`src/hdl/sram_pkg.sv`:
```
package sram_pkg;

  // word address width of the sram chip
  localparam int addr_bits = 20;

  // data word width of the sram chip
  localparam int data_bits = 16;

  // one word address
  typedef logic [addr_bits-1:0] addr_t;

  // one data word
  typedef logic [data_bits-1:0] data_t;

  // owner of a request
  // used by the arbiter for grants and read routing
  typedef enum logic {
    client_a = 1'b0,
    client_b = 1'b1
  } client_t;

  // controller access sequencer
  // idle accepts a request, the other two last one cycle each
  typedef enum logic [1:0] {
    st_idle    = 2'd0,
    st_reading = 2'd1,
    st_writing = 2'd2
  } ctrl_state_t;

endpackage

```
`src/hdl/sram_req_if.sv`:
```
interface sram_req_if;

  // request side, driven by the arbiter
  logic               req_valid;
  logic               write;
  sram_pkg::addr_t    addr;
  sram_pkg::data_t    wdata;

  // response side, driven by the controller
  logic               req_ready;
  logic               rsp_valid;
  sram_pkg::data_t    rdata;

  // arbiter end of the channel
  modport requester (
    output req_valid, write, addr, wdata,
    input  req_ready, rsp_valid, rdata
  );

  // controller end of the channel
  modport server (
    input  req_valid, write, addr, wdata,
    output req_ready, rsp_valid, rdata
  );

endinterface

```
`src/hdl/sram_arbiter.sv`:
```
module sram_arbiter (
  input  logic              clk,
  input  logic              reset,
  // client a
  input  logic              a_req_valid,
  input  logic              a_write,
  input  sram_pkg::addr_t   a_addr,
  input  sram_pkg::data_t   a_wdata,
  output logic              a_req_ready,
  output logic              a_rsp_valid,
  output sram_pkg::data_t   a_rdata,
  // client b
  input  logic              b_req_valid,
  input  logic              b_write,
  input  sram_pkg::addr_t   b_addr,
  input  sram_pkg::data_t   b_wdata,
  output logic              b_req_ready,
  output logic              b_rsp_valid,
  output sram_pkg::data_t   b_rdata,
  // toward the controller
  sram_req_if.requester     bus
);

  // client served by the last transfer
  sram_pkg::client_t last_served;
  // client picked this cycle
  sram_pkg::client_t grant;
  // owner of the read accepted most recently
  sram_pkg::client_t rd_owner;
  // owner delayed one cycle so it lines up with rsp_valid
  sram_pkg::client_t rsp_owner;

  logic transfer;

  // round robin choice
  // on contention the client not served last wins
  always_comb begin
    if (a_req_valid && b_req_valid) begin
      grant = (last_served == sram_pkg::client_a) ? sram_pkg::client_b : sram_pkg::client_a;
    end else if (a_req_valid) begin
      grant = sram_pkg::client_a;
    end else begin
      grant = sram_pkg::client_b;
    end
  end

  // mux the granted client onto the channel
  assign bus.req_valid = a_req_valid || b_req_valid;
  assign bus.write     = (grant == sram_pkg::client_a) ? a_write : b_write;
  assign bus.addr      = (grant == sram_pkg::client_a) ? a_addr : b_addr;
  assign bus.wdata     = (grant == sram_pkg::client_a) ? a_wdata : b_wdata;

  // a client sees ready unless the other one holds the grant
  assign a_req_ready = bus.req_ready && (grant == sram_pkg::client_a || !b_req_valid);
  assign b_req_ready = bus.req_ready && (grant == sram_pkg::client_b || !a_req_valid);

  assign transfer = bus.req_valid && bus.req_ready;

  always_ff @(posedge clk or posedge reset) begin
    if (reset) begin
      last_served <= sram_pkg::client_b;
      rd_owner    <= sram_pkg::client_a;
      rsp_owner   <= sram_pkg::client_a;
    end else begin
      if (transfer) begin
        last_served <= grant;
        if (!bus.write) begin
          rd_owner <= grant;
        end
      end
      // response comes two edges after acceptance
      // a new read may be accepted on the second of them
      rsp_owner <= rd_owner;
    end
  end

  // response goes back only to its owner
  assign a_rsp_valid = bus.rsp_valid && (rsp_owner == sram_pkg::client_a);
  assign b_rsp_valid = bus.rsp_valid && (rsp_owner == sram_pkg::client_b);
  assign a_rdata     = (rsp_owner == sram_pkg::client_a) ? bus.rdata : '0;
  assign b_rdata     = (rsp_owner == sram_pkg::client_b) ? bus.rdata : '0;

endmodule

```
`src/flat_wrapper.sv`:
```
// flat-port wrapper written by rule: the top's interface ports become plain ports
module sram_arbiter_flat 
  (clk, reset, a_req_valid, a_write, a_addr, a_wdata, a_req_ready, a_rsp_valid, a_rdata, b_req_valid, b_write, b_addr, b_wdata, b_req_ready, b_rsp_valid, b_rdata, bus_req_valid, bus_write, bus_addr, bus_wdata, bus_req_ready, bus_rsp_valid, bus_rdata);
  sram_req_if bus_i ();
  input  logic clk;
  input  logic reset;
  input  logic a_req_valid;
  input  logic a_write;
  input  sram_pkg::addr_t a_addr;
  input  sram_pkg::data_t a_wdata;
  output logic a_req_ready;
  output logic a_rsp_valid;
  output sram_pkg::data_t a_rdata;
  input  logic b_req_valid;
  input  logic b_write;
  input  sram_pkg::addr_t b_addr;
  input  sram_pkg::data_t b_wdata;
  output logic b_req_ready;
  output logic b_rsp_valid;
  output sram_pkg::data_t b_rdata;
  output wire logic [$bits(bus_i.req_valid)-1:0] bus_req_valid;
  output wire logic [$bits(bus_i.write)-1:0] bus_write;
  output wire logic [$bits(bus_i.addr)-1:0] bus_addr;
  output wire logic [$bits(bus_i.wdata)-1:0] bus_wdata;
  input wire logic [$bits(bus_i.req_ready)-1:0] bus_req_ready;
  input wire logic [$bits(bus_i.rsp_valid)-1:0] bus_rsp_valid;
  input wire logic [$bits(bus_i.rdata)-1:0] bus_rdata;
  assign bus_req_valid = bus_i.req_valid;
  assign bus_write = bus_i.write;
  assign bus_addr = bus_i.addr;
  assign bus_wdata = bus_i.wdata;
  assign bus_i.req_ready = bus_req_ready;
  assign bus_i.rsp_valid = bus_rsp_valid;
  assign bus_i.rdata = bus_rdata;
  sram_arbiter u_core (.clk(clk), .reset(reset), .a_req_valid(a_req_valid), .a_write(a_write), .a_addr(a_addr), .a_wdata(a_wdata), .a_req_ready(a_req_ready), .a_rsp_valid(a_rsp_valid), .a_rdata(a_rdata), .b_req_valid(b_req_valid), .b_write(b_write), .b_addr(b_addr), .b_wdata(b_wdata), .b_req_ready(b_req_ready), .b_rsp_valid(b_rsp_valid), .b_rdata(b_rdata), .bus(bus_i));
endmodule
```
`config.mk`:
```
export PLATFORM = sky130hd
export DESIGN_NAME = sram_arbiter_flat
export DESIGN_NICKNAME = d
export VERILOG_FILES = /design/src/hdl/sram_pkg.sv /design/src/hdl/sram_req_if.sv /design/src/hdl/sram_arbiter.sv /design/src/flat_wrapper.sv
export SDC_FILE = /design/constraint.sdc
export NUM_CORES = 1
export LEC_CHECK = 0
export BUFFER_PORTS_ARGS = -buffer_cell sky130_fd_sc_hd__buf_4
export CORE_AREA = 2 2 66 68
export DETAILED_ROUTE_END_ITERATION = 10
export DIE_AREA = 0 0 68 70
export PLACE_DENSITY = 0.73
export RECOVER_POWER = 100
export SKIP_LAST_GASP = 1
export SYNTH_ARGS = -nofsm -noshare
export SYNTH_HDL_FRONTEND = slang
export SYNTH_SLANG_ARGS = --single-unit
export TNS_END_PERCENT = 30
```
`constraint.sdc`:
```
create_clock -name clk -period 1.2 [get_ports clk]
set_clock_uncertainty 0.1 [all_clocks]
set_input_delay 0.06 -clock clk [delete_from_list [all_inputs] [get_ports clk]]
set_output_delay 0.06 -clock clk [all_outputs]
set_load 0.02 [all_outputs]
```
==> results of run 1 <==
-- placed cells by master, fill, tap and decap left out --
| cell type | count |
|---|---|
| buf_4 | 173 |
| mux2_2 | 36 |
| and2_1 | 18 |
| nor2b_1 | 17 |
| inv_1 | 3 |
| clkbuf_8 | 3 |
| dlygate4sd3_1 | 3 |
| buf_12 | 2 |
| dfrtp_1 | 2 |
| a21oi_1 | 1 |
| a31oi_1 | 1 |
| o21ai_4 | 1 |
| mux2_4 | 1 |
| or2_0 | 1 |
| a21boi_2 | 1 |
| a31o_1 | 1 |
| nand2b_1 | 1 |
| a22o_1 | 1 |
| clkbuf_1 | 1 |
| clkbuf_4 | 1 |
| dfstp_2 | 1 |
-- Yosys cell counts, drive strengths merged --
master	instances	area, um^2
and2	18	113
a21oi	1	5.00
mux2	37	417
a31o	1	8.76
a31oi	1	6.26
dfrtp	2	50.1
dfstp	1	26.3
o21ai	1	16.3
nor2b	17	106
or2	1	6.26
inv	3	11.3
clkbuf	3	11.3
buf	4	45.0
nand2b	1	6.26
a21boi	1	7.51
a22o	1	8.76
-- worst max path at each step --
stage / startpoint / end / slack, ps / cells after the start
after floorplan: u_core.last_served / bus_addr[12] / -60 / 3
after global placement: u_core.last_served / bus_addr[2] / -200 / 4
after detailed placement: u_core.last_served / bus_addr[2] / -230 / 4
after CTS: u_core.last_served / bus_addr[2] / -460 / 4
after global routing: u_core.last_served / bus_addr[15] / -510 / 4
final: u_core.last_served / bus_addr[2] / -450 / 4
-- timing repair --
action                                 in CTS  in global routing
pin swaps                                   0                  0
setup endpoints to repair                  59                 74
endpoints found under the hold margin       4                  0
hold buffers                                3                  0
-- sequential cells by signal (all words and copies together), names as in the netlist --
name / count
u_core.last_served: 1
u_core.rd_owner: 1
u_core.rsp_owner: 1
-- worst reg2reg max path, stage by stage (launching register included) --
cell,delay (ps)
dfstp_2,550
o21ai_4,70
buf_4,170
a22o_1,200
-- layer usage --
metal | vias to the layer above | part of all wire | global-route usage
met5 | - | 0 | 0
met2 | 109 | 0.51 | 0.275
met1 | 580 | 0.31 | 0.151
li1 | 667 | - | -
met4 | 0 | 0.014 | 0.0444
met3 | 6 | 0.17 | 0.0596
-- report_power, final --
part	total (uW)	switching [uW]	internal (uW)	leakage (uW)
combinational	1330	602	729	0.00114
clock	292	65.4	226	0.0000228
sequential	137	14.1	123	0.0000305
total	1760	682	1080	0.00120
-- through the flow --
stage	setup WS, ps	util
after floorplan	-58.9	-
after global placement	-205	0.533
after detailed placement	-226	0.533
after CTS	-463	0.551
after global routing	-509	0.551
final	-450	0.551
-- layout make-up --
cell class                 instances  area, um^2  share of cell area
clock buffer                       4        45.0              0.0197
inverter                           3        11.3             0.00493
multi-input combinational         80         708               0.310
sequential                         3        76.3              0.0334
tap                               52        65.1              0.0285
timing repair buffer             179        1380               0.603
-- logic make-up (layout without fill, tap and decap cells) --
family / after synthesis / count (layout)
multiplexers: 37 / 37
flip-flops: 3 / 3
AO/OA/AOI/OAI: 6 / 6
buffers and inverters: 10 / 186
AND/OR/NAND/NOR: 37 / 37
==> metrics.md, run 1 <==
| Metric | Value |
|---|---|
| Xor and xnor area share after synthesis | 0 |
| Final Worst Setup Slack | -450 ps |
| Area of the core | 0.00414 mm^2 |
| Vias per inst | 4.24 |
| CTS max path bufs | 2 |
| Failing checks | negative setup slack |
| Total Power | around 1800 uW |
| H-tree depth | 1 |
| Die width | 68 um |
| Post-CTS Setup Inserts | 0 |
| Power Dens Cells | 771 mW/mm^2 |
| Initial antenna violation count | 0 |
| Post-CTS sizing | 0 |
| Placed cell count | 314 |
| Simple logic cell fraction of the synthesized area | 0.274 |
| Top cell family by delay on the critical path | flip-flops |
| First-pass GRT wire length | 5570 um |
| Mapped Cells | 93 |
| Die H | 70 um |
| Routed Antenna Nets | 0 |
| Largest family of logic cells by synthesized area | multiplexers |
| IO Pins | 170 |
| DP HPWL | 3480 um |
| CP Capture Type | output pin |
| Worst R2R Path Depth | 3 |
| Synth Area in Compound Gates | 0.0622 |
| Clk sink count | 3 |
| Congestion Overflow GR | 0 |
| Setup Viol. Count Final | 57 |
| Critical-path top delay cell | dfstp_2 |
| P_leak | 0.00120 uW |
| Rows | 24 |
| Fmax | 606 MHz |
| Worst-path clk slew | 30 ps |
| Reg2Reg Setup Slack | -10 ps |
| Setup TNS | -16,590 ps |
| Die ar. | 0.00476 mm^2 |
| Synth unique cells | 17 |
| Pre-antenna DRT Iters | 4 |
| Reg2reg start | u_core.last_served |
| Clock buffer count from CTS | 3 |
| GPL Wtd Cong | 0.693 |
| DRC viols | 0 |
| Hold Vio Cnt, Final | 0 |
| Clock root buffer | clkbuf_8 |
| Slew Limit Fails | 0 |
| Synth-to-layout area growth | 170% |
| Final #Nets | 366 |
| Buf/Inv on CP | 2 |
| Hold WC Path Type | in -> reg |
| Area post-placement | 0.00221 mm^2 |
| DR WL/cell | 12.2 um |
| Slew margin rel. | 0.883 |
| Starting Density | 0.204 |
| Initial drt markers | 21 |
| Fin area | about 0.0023 mm^2 |
| WS Path Type | reg -> out |
| Synth Warn # | 0 |
| Crit-path max FO | 25 |
| Clk_lat worst skew | 220 ps |
| PortBufs | 169 |
| FF+latch count, synth | 3 |
| Synthesized Nets | about 190 |
| Synthesized area | 845 um^2 |
| ANT cells | 0 |
| Fillers | 399 |
| Worst Max-Slew Pin Slew | 175 ps |
| Hold endpoint | u_core.rd_owner |
| Critical path required time | approximately 1000 ps |
| Share of layout cells above drive strength 1 | 0.814 |
| Final hold slack | between 50 and 60 ps |
| Max-Cap Viols | 0 |
| Post-synthesis adder-cell area fraction | 0 |
| RSZ-0062 raised after global routing | true |
| Number of global-route vias before repair | about 1,200 |
| Mux cell area share after synthesis | 0.493 |
| Mean Syn Cell Area | 9.08 um^2 |
| Critical Path Max Stage Delay | 370 ps |
| Worst hold path depth | 3 |
| Non-filler instance count after layout | 321 |
| Critical Path AT | about 1500 ps |
| Total routed wirelength | 3900 um |
| Worst setup SP type | flip-flop |
| Worst Hold Launch | a_write |
| Via count | roughly 1,400 |
| Tot GR Track Use | 0.150 |
| Worst vdd ir | 351 uV |
| Status | finished with violations |
| Post-synthesis sequential area ratio | 0.0904 |
| Final period util | 1.38 |
| Final min period | 1650 ps |
| CTS tree | done |
| CP Cell Sequence | o21ai_4 -> buf_12 -> mux2_2 -> buf_4 |
| Largest net degree at the start of global routing | 35 |
| Reg2reg end | u_core.rd_owner |
Power figures use the tool's default switching activity.
==> run 2: changes to the inputs <==
--- a/config.mk
+++ b/config.mk
@@ -9,6 +9,7 @@
 export CORE_AREA = 2 2 66 68
 export DETAILED_ROUTE_END_ITERATION = 10
 export DIE_AREA = 0 0 68 70
+export GPL_TIMING_DRIVEN = 0
 export PLACE_DENSITY = 0.73
 export RECOVER_POWER = 100
 export SKIP_LAST_GASP = 1
==> run 2 against run 1 <==
  * The run still ends with negative setup slack left
  * First-iteration DRC count decreased by 48%
  * Clock power about the same
  * Register-to-register slack got worse by 140 ps
  * Combinational power about the same
  * Sequential cell count unchanged
  * Via count increased by 1.6%
  * Critical endpoint is now bus_wdata[3]
  * Largest power group unchanged
==> metrics.md, run 2 (synthesized netlist as in run 1, its figures left out) <==
| Metric | Value |
|---|---|
| Status | finished with violations |
| Failing checks | negative setup slack |
| H-tree depth | 1 |
| Slew margin rel. | 0.724 |
| Synth-to-layout area growth | 174% |
| Die ar. | 0.00476 mm^2 |
| Hold Vio Cnt, Final | 0 |
| RSZ-0062 raised after global routing | true |
| Total Power | about 1800 uW |
| Share of layout cells above drive strength 1 | 0.804 |
| Placed cell count | 314 |
| Worst hold path depth | 3 |
| Slew Limit Fails | 0 |
| DRC viols | 0 |
| Register share of total power | 0.078 |
| Rows | 24 |
| P_leak | around 0.0012 uW |
| Worst vdd ir | 389 uV |
| Vias per inst | 4.28 |
| Final min period | around 1600 ps |
| Non-filler instance count after layout | between 300 and 400 |
| Worst-path clk slew | approximately 30 ps |
| Worst Max-Slew Pin Slew | slightly above 400 ps |
| Area of the core | around 0.0041 mm^2 |
| Routed Antenna Nets | 0 |
| CTS tree | done |
| Pre-antenna DRT Iters | 4 |
| Setup Viol. Count Final | 70 |
| Hold WC Path Type | in -> reg |
| Worst R2R Path Depth | 4 |
| Fillers | 391 |
| CP Capture Type | output pin |
| Fmax | 607 MHz |
| Congestion Overflow GR | 0 |
| GPL Wtd Cong | 0.691 |
| Clock Power Share | 0.164 |
| Final Worst Setup Slack | -448 ps |
| Combinational share of power | 0.758 |
| Final hold slack | ~40 ps |
| Tot GR Track Use | 0.160 |
| Clock root buffer | clkbuf_8 |
| PortBufs | roughly 170 |
| Starting Density | 0.204 |
| Switching Share | 0.390 |
| Reg2reg end | u_core.rd_owner |
| DP HPWL | 3480 um |
| Die H | 70 um |
| Max-Cap Viols | 0 |
| Reg2Reg Setup Slack | -150 ps |
| Psw | 700 uW |
| ANT cells | 0 |
| Final #Nets | around 370 |
| WS Path Type | reg -> out |
| Hold endpoint | u_core.last_served |
| DR WL/cell | 12.5 um |
| Worst setup SP type | flip-flop |
| Setup TNS | -23,520 ps |
| Pint | 1090 uW |
| Critical path required time | 1040 ps |
| Most frequent cells in the layout | buf_4 (161), mux2_2 (30), and2_1 (18) |
| Critical Path AT | 1490 ps |
| Most common cell after layout, fill and taps aside | buf_4 |
| First-pass GRT wire length | 6030 um |
| Initial antenna violation count | 0 |
| Final period util | 1.37 |
| Reg2reg start | u_core.last_served |
| Total routed wirelength | 4040 um |
| Initial drt markers | 11 |
| IO Pins | between 150 and 200 |
| CTS max path bufs | 2 |
| Clock buffer count from CTS | 3 |
| Via count | ~1,400 |
| Clk sink count | 3 |
| Crit-path max FO | 10 |
| Worst Hold Launch | b_req_valid |
| Largest regs | u_core.last_served: 1 flops, u_core.rd_owner: 1 flops, u_core.rsp_owner: 1 flops |
| Die width | 68 um |
| Clk_lat worst skew | 220 ps |
| Largest net degree at the start of global routing | 11 |
| Number of global-route vias before repair | 1,368 |
| Power Dens Cells | 774 mW/mm^2 |
[run 2: metal layers]
layer | part of all wire | up-vias | GRT usage
met5 | 0 | - | 0
met2 | 0.51 | 103 | 0.299
li1 | - | 675 | -
met1 | 0.31 | 600 | 0.153
met4 | 0.013 | 0 | 0.0444
met3 | 0.17 | 6 | 0.0709
[run 2: worst max-delay path, cell delays in order, from the launching register on]
cell     delay, ps
dfstp_2        370
o21ai_4        210
buf_6          190
mux2_2         350
buf_4          160
[run 2: power by group through the flow]
| stage | combinational [uW] | sequential (uW) | clock [uW] |
|---|---|---|---|
| 4_1_cts | 1370 | 142 | 300 |
| 2_1_floorplan | 672 | 139 | 0 |
| 6_report | 1360 | 141 | 293 |
| 5_1_grt | 1450 | 145 | 307 |
| 3_3_place_gp | 1300 | 143 | 0 |
| 3_5_place_dp | 1310 | 145 | 0 |
[run 2: what timing repair did]
| action | CTS | global route |
|---|---|---|
| endpoints found under the hold margin | 4 | 0 |
| buffers inserted | 2 | 0 |
| endpoints found under the setup margin | 70 | 71 |
| hold buffers | 3 | 0 |
| resized for setup | 11 | 2 |
[run 2: cell type report]
cell class	instances	area, um^2	share of cell area
Clock buffer	4	45.0	0.0194
Timing Repair Buffer	174	1330	0.573
Inverter	3	11.3	0.00486
Tap cell	52	65.1	0.0281
Multi-Input combinational cell	80	731	0.315
Sequential cell	3	76.3	0.0329
Buffer	7	60.1	0.0259
[run 2: worst max path at each step]
stage              endpoint  slack, ps               start
5_1_grt         bus_addr[7]       -520  u_core.last_served
2_1_floorplan  bus_addr[12]        -60  u_core.last_served
3_5_place_dp   bus_addr[15]       -230  u_core.last_served
4_1_cts        bus_wdata[3]       -460  u_core.last_served
3_3_place_gp   bus_addr[17]       -230  u_core.last_served
6_report       bus_wdata[3]       -450  u_core.last_served
[run 2: metrics by stage]
| step | area (um^2) | util | worst slack, ps |
|---|---|---|---|
| 4_1_cts | 2320 | 0.559 | -457 |
| 2_1_floorplan | 852 | - | -58.9 |
| 5_1_grt | 2320 | 0.559 | -521 |
| 3_3_place_gp | 2190 | 0.527 | -230 |
| 6_report | 2320 | 0.559 | -448 |
| 3_5_place_dp | 2190 | 0.527 | -232 |
==> run 3: changes to the inputs <==
--- a/config.mk
+++ b/config.mk
@@ -9,9 +9,10 @@
 export CORE_AREA = 2 2 66 68
 export DETAILED_ROUTE_END_ITERATION = 10
 export DIE_AREA = 0 0 68 70
-export GPL_TIMING_DRIVEN = 0
+export GPL_ROUTABILITY_DRIVEN = 0
 export PLACE_DENSITY = 0.73
 export RECOVER_POWER = 100
+export SETUP_SLACK_MARGIN = 0.3
 export SKIP_LAST_GASP = 1
 export SYNTH_ARGS = -nofsm -noshare
 export SYNTH_HDL_FRONTEND = slang
==> run 3 against run 2 <==
  * The flow still finishes with violations (negative setup slack)
  * Sequential power hardly changed
  * Wire length shrank 0.96%
  * Fmax fell by 2.5%
  * Total power grew 4.3%
  * Non-clock buffer count shrank 4
  * Critical path type unchanged
  * Critical endpoint is now bus_addr[3]
  * Largest cell class unchanged
==> metrics.md, run 3 (synthesized netlist as in run 1, its figures left out) <==
| Metric | Value |
|---|---|
| Status | finished with violations |
| Failing checks | negative setup slack |
| IO Pins | 170 |
| Initial antenna violation count | 0 |
| CTS tree | done |
| Final min period | 1690 ps |
| Placed cell count | between 300 and 400 |
| DP HPWL | around 3500 um |
| Slew Limit Fails | 0 |
| Critical-path top delay cell | dfstp_2 |
| Crit-path max FO | 16 |
| Clock buffer count from CTS | 3 |
| Worst Max-Slew Pin Slew | 264 ps |
| Critical path required time | 1040 ps |
| Switching Share | 0.380 |
| Non-filler instance count after layout | 319 |
| DR WL met3 | 510 um |
| Via count | roughly 1,300 |
| Critical Path AT | 1530 ps |
| Pre-antenna DRT Iters | 4 |
| Worst Hold Launch | a_write |
| DRC viols | 0 |
| Share of layout cells above drive strength 1 | 0.809 |
| Fmax | just under 600 MHz |
| WS Path Type | reg -> out |
| Routed Antenna Nets | 0 |
| Post-CTS Setup Inserts | 0 |
| Initial drt markers | 51 |
| Rows | 24 |
| Clk sink count | 3 |
| Die ar. | approximately 0.0048 mm^2 |
| Hold Vio Cnt, Final | 0 |
| P_leak | 0.00136 uW |
| Vias per inst | 4.15 |
| Critical Path Max Stage Delay | 380 ps |
| Buf/Inv on CP | 2 |
| PortBufs | 169 |
| Pint | 1160 uW |
| Top layer in use | met4 |
| DR WL/cell | 12.6 um |
| Post-CTS sizing | 0 |
| CTS max path bufs | 2 |
| Final Worst Setup Slack | -491 ps |
| Worst setup SP type | flip-flop |
| Final period util | 1.41 |
| Hold WC Path Type | in -> reg |
| Launch point of the critical path | u_core.last_served |
| ANT cells | 0 |
| CP Cell Sequence | o21ai_4 -> buf_12 -> mux2_4 -> buf_4 |
| Final #Nets | 364 |
| Met2 WL | approximately 2100 um |
| First-pass GRT wire length | 5580 um |
| Layout Utilization | 0.585 |
| Die width | 68 um |
| Starting Density | 0.204 |
| Max-Cap Viols | 0 |
| H-tree depth | 1 |
| Slew margin rel. | 0.823 |
| Most common cell after layout, fill and taps aside | buf_4 |
| Total Power | roughly 1900 uW |
| Final hold slack | 75.0 ps |
| Clk_lat worst skew | 210 ps |
| Top cell family by delay on the critical path | flip-flops |
| Tot GR Track Use | 0.152 |
| Largest net degree at the start of global routing | 35 |
| Worst-path clk slew | 30 ps |
| Power Dens Cells | 771 mW/mm^2 |
| RSZ-0062 raised after global routing | true |
| DRT met1 WL | ~1300 um |
| Worst vdd ir | 545 uV |
| Total routed wirelength | 4010 um |
| Largest regs | u_core.last_served: 1 flops, u_core.rd_owner: 1 flops, u_core.rsp_owner: 1 flops |
| Setup Viol. Count Final | 59 |
| CP Capture Type | output pin |
| Clock root buffer | clkbuf_8 |
| Register share of total power | 0.075 |
| Reg2reg start | u_core.last_served |
| Psw | 711 uW |
| Number of global-route vias before repair | roughly 1,200 |
| Combinational share of power | 0.770 |
| Most frequent cells in the layout | buf_4 (168), mux2_4 (37), and2_1 (18) |
| Die H | 70 um |
| Congestion Overflow GR | 0 |
| DP Worst Slack | -257 ps |
| Synth-to-layout area growth | 187% |
| Clock Power Share | 0.156 |
| Area of the core | slightly above 0.004 mm^2 |
==> run 3: cell types whose count changed in the layout (fill, tap and decap cells not counted), moves of 2 or more <==
cell / previous run / this run
buf_12: 0 / 4
buf_4: 161 / 168
buf_6: 9 / 0
clkbuf_1: 4 / 2
clkbuf_2: 2 / 0
mux2_2: 30 / 0
mux2_4: 7 / 37
==> run 3: what timing repair did <==
action	in CTS	in global routing
endpoints found under the setup margin	75	75
endpoints found under the hold margin	4	0
hold buffers	3	0
==> run 3: cell type report <==
cell class                      count  area (um^2)
Fill cell                         374         1720
Tap cell                           52         65.1
Sequential cell                     3         76.3
Multi-Input combinational cell     80          843
Timing Repair Buffer              177         1380
Inverter                            3         11.3
Clock buffer                        4         45.0
==> run 3: worst reg2reg max path: stages, from the launching register on <==
cell,delay (ps)
dfstp_2,560
o21ai_4,100
buf_12,170
a22o_1,210
==> run 3: path summary, 6_finish.rpt <==
check                                      to  cells after the start  slack [ps]
max reg2reg                   u_core.rd_owner                      3         -60
max                               bus_addr[3]                      4        -490
max in group asynchronous  u_core.last_served                      3         590
min reg2reg                  u_core.rsp_owner                      0         310
min                           u_core.rd_owner                      3          70
min in group asynchronous     u_core.rd_owner                      3         200
==> run 3: power groups by stage <==
stage | Clock [uW] | Sequential (uW) | Combinational [uW]
global route | 320 | 143 | 1520
detailed placement | 0 | 140 | 1450
finish | 291 | 139 | 1440
global placement | 0 | 137 | 1430
floorplan | 0 | 139 | 767
CTS | 302 | 140 | 1460
==> run 3: through the flow <==
stage | TNS, ps | instance area (um^2)
floorplan | -2190 | 987
finish | -18260 | 2420
global route | -21970 | 2420
detailed placement | -8980 | 2350
global placement | -8020 | 2350
CTS | -19080 | 2430
==> run 3: metal layers <==
metal / vias to the layer above / GRT usage
met4: 0 / 0.0511
met1: 567 / 0.160
met5: - / 0
met2: 87 / 0.274
met3: 6 / 0.0483
li1: 664 / -
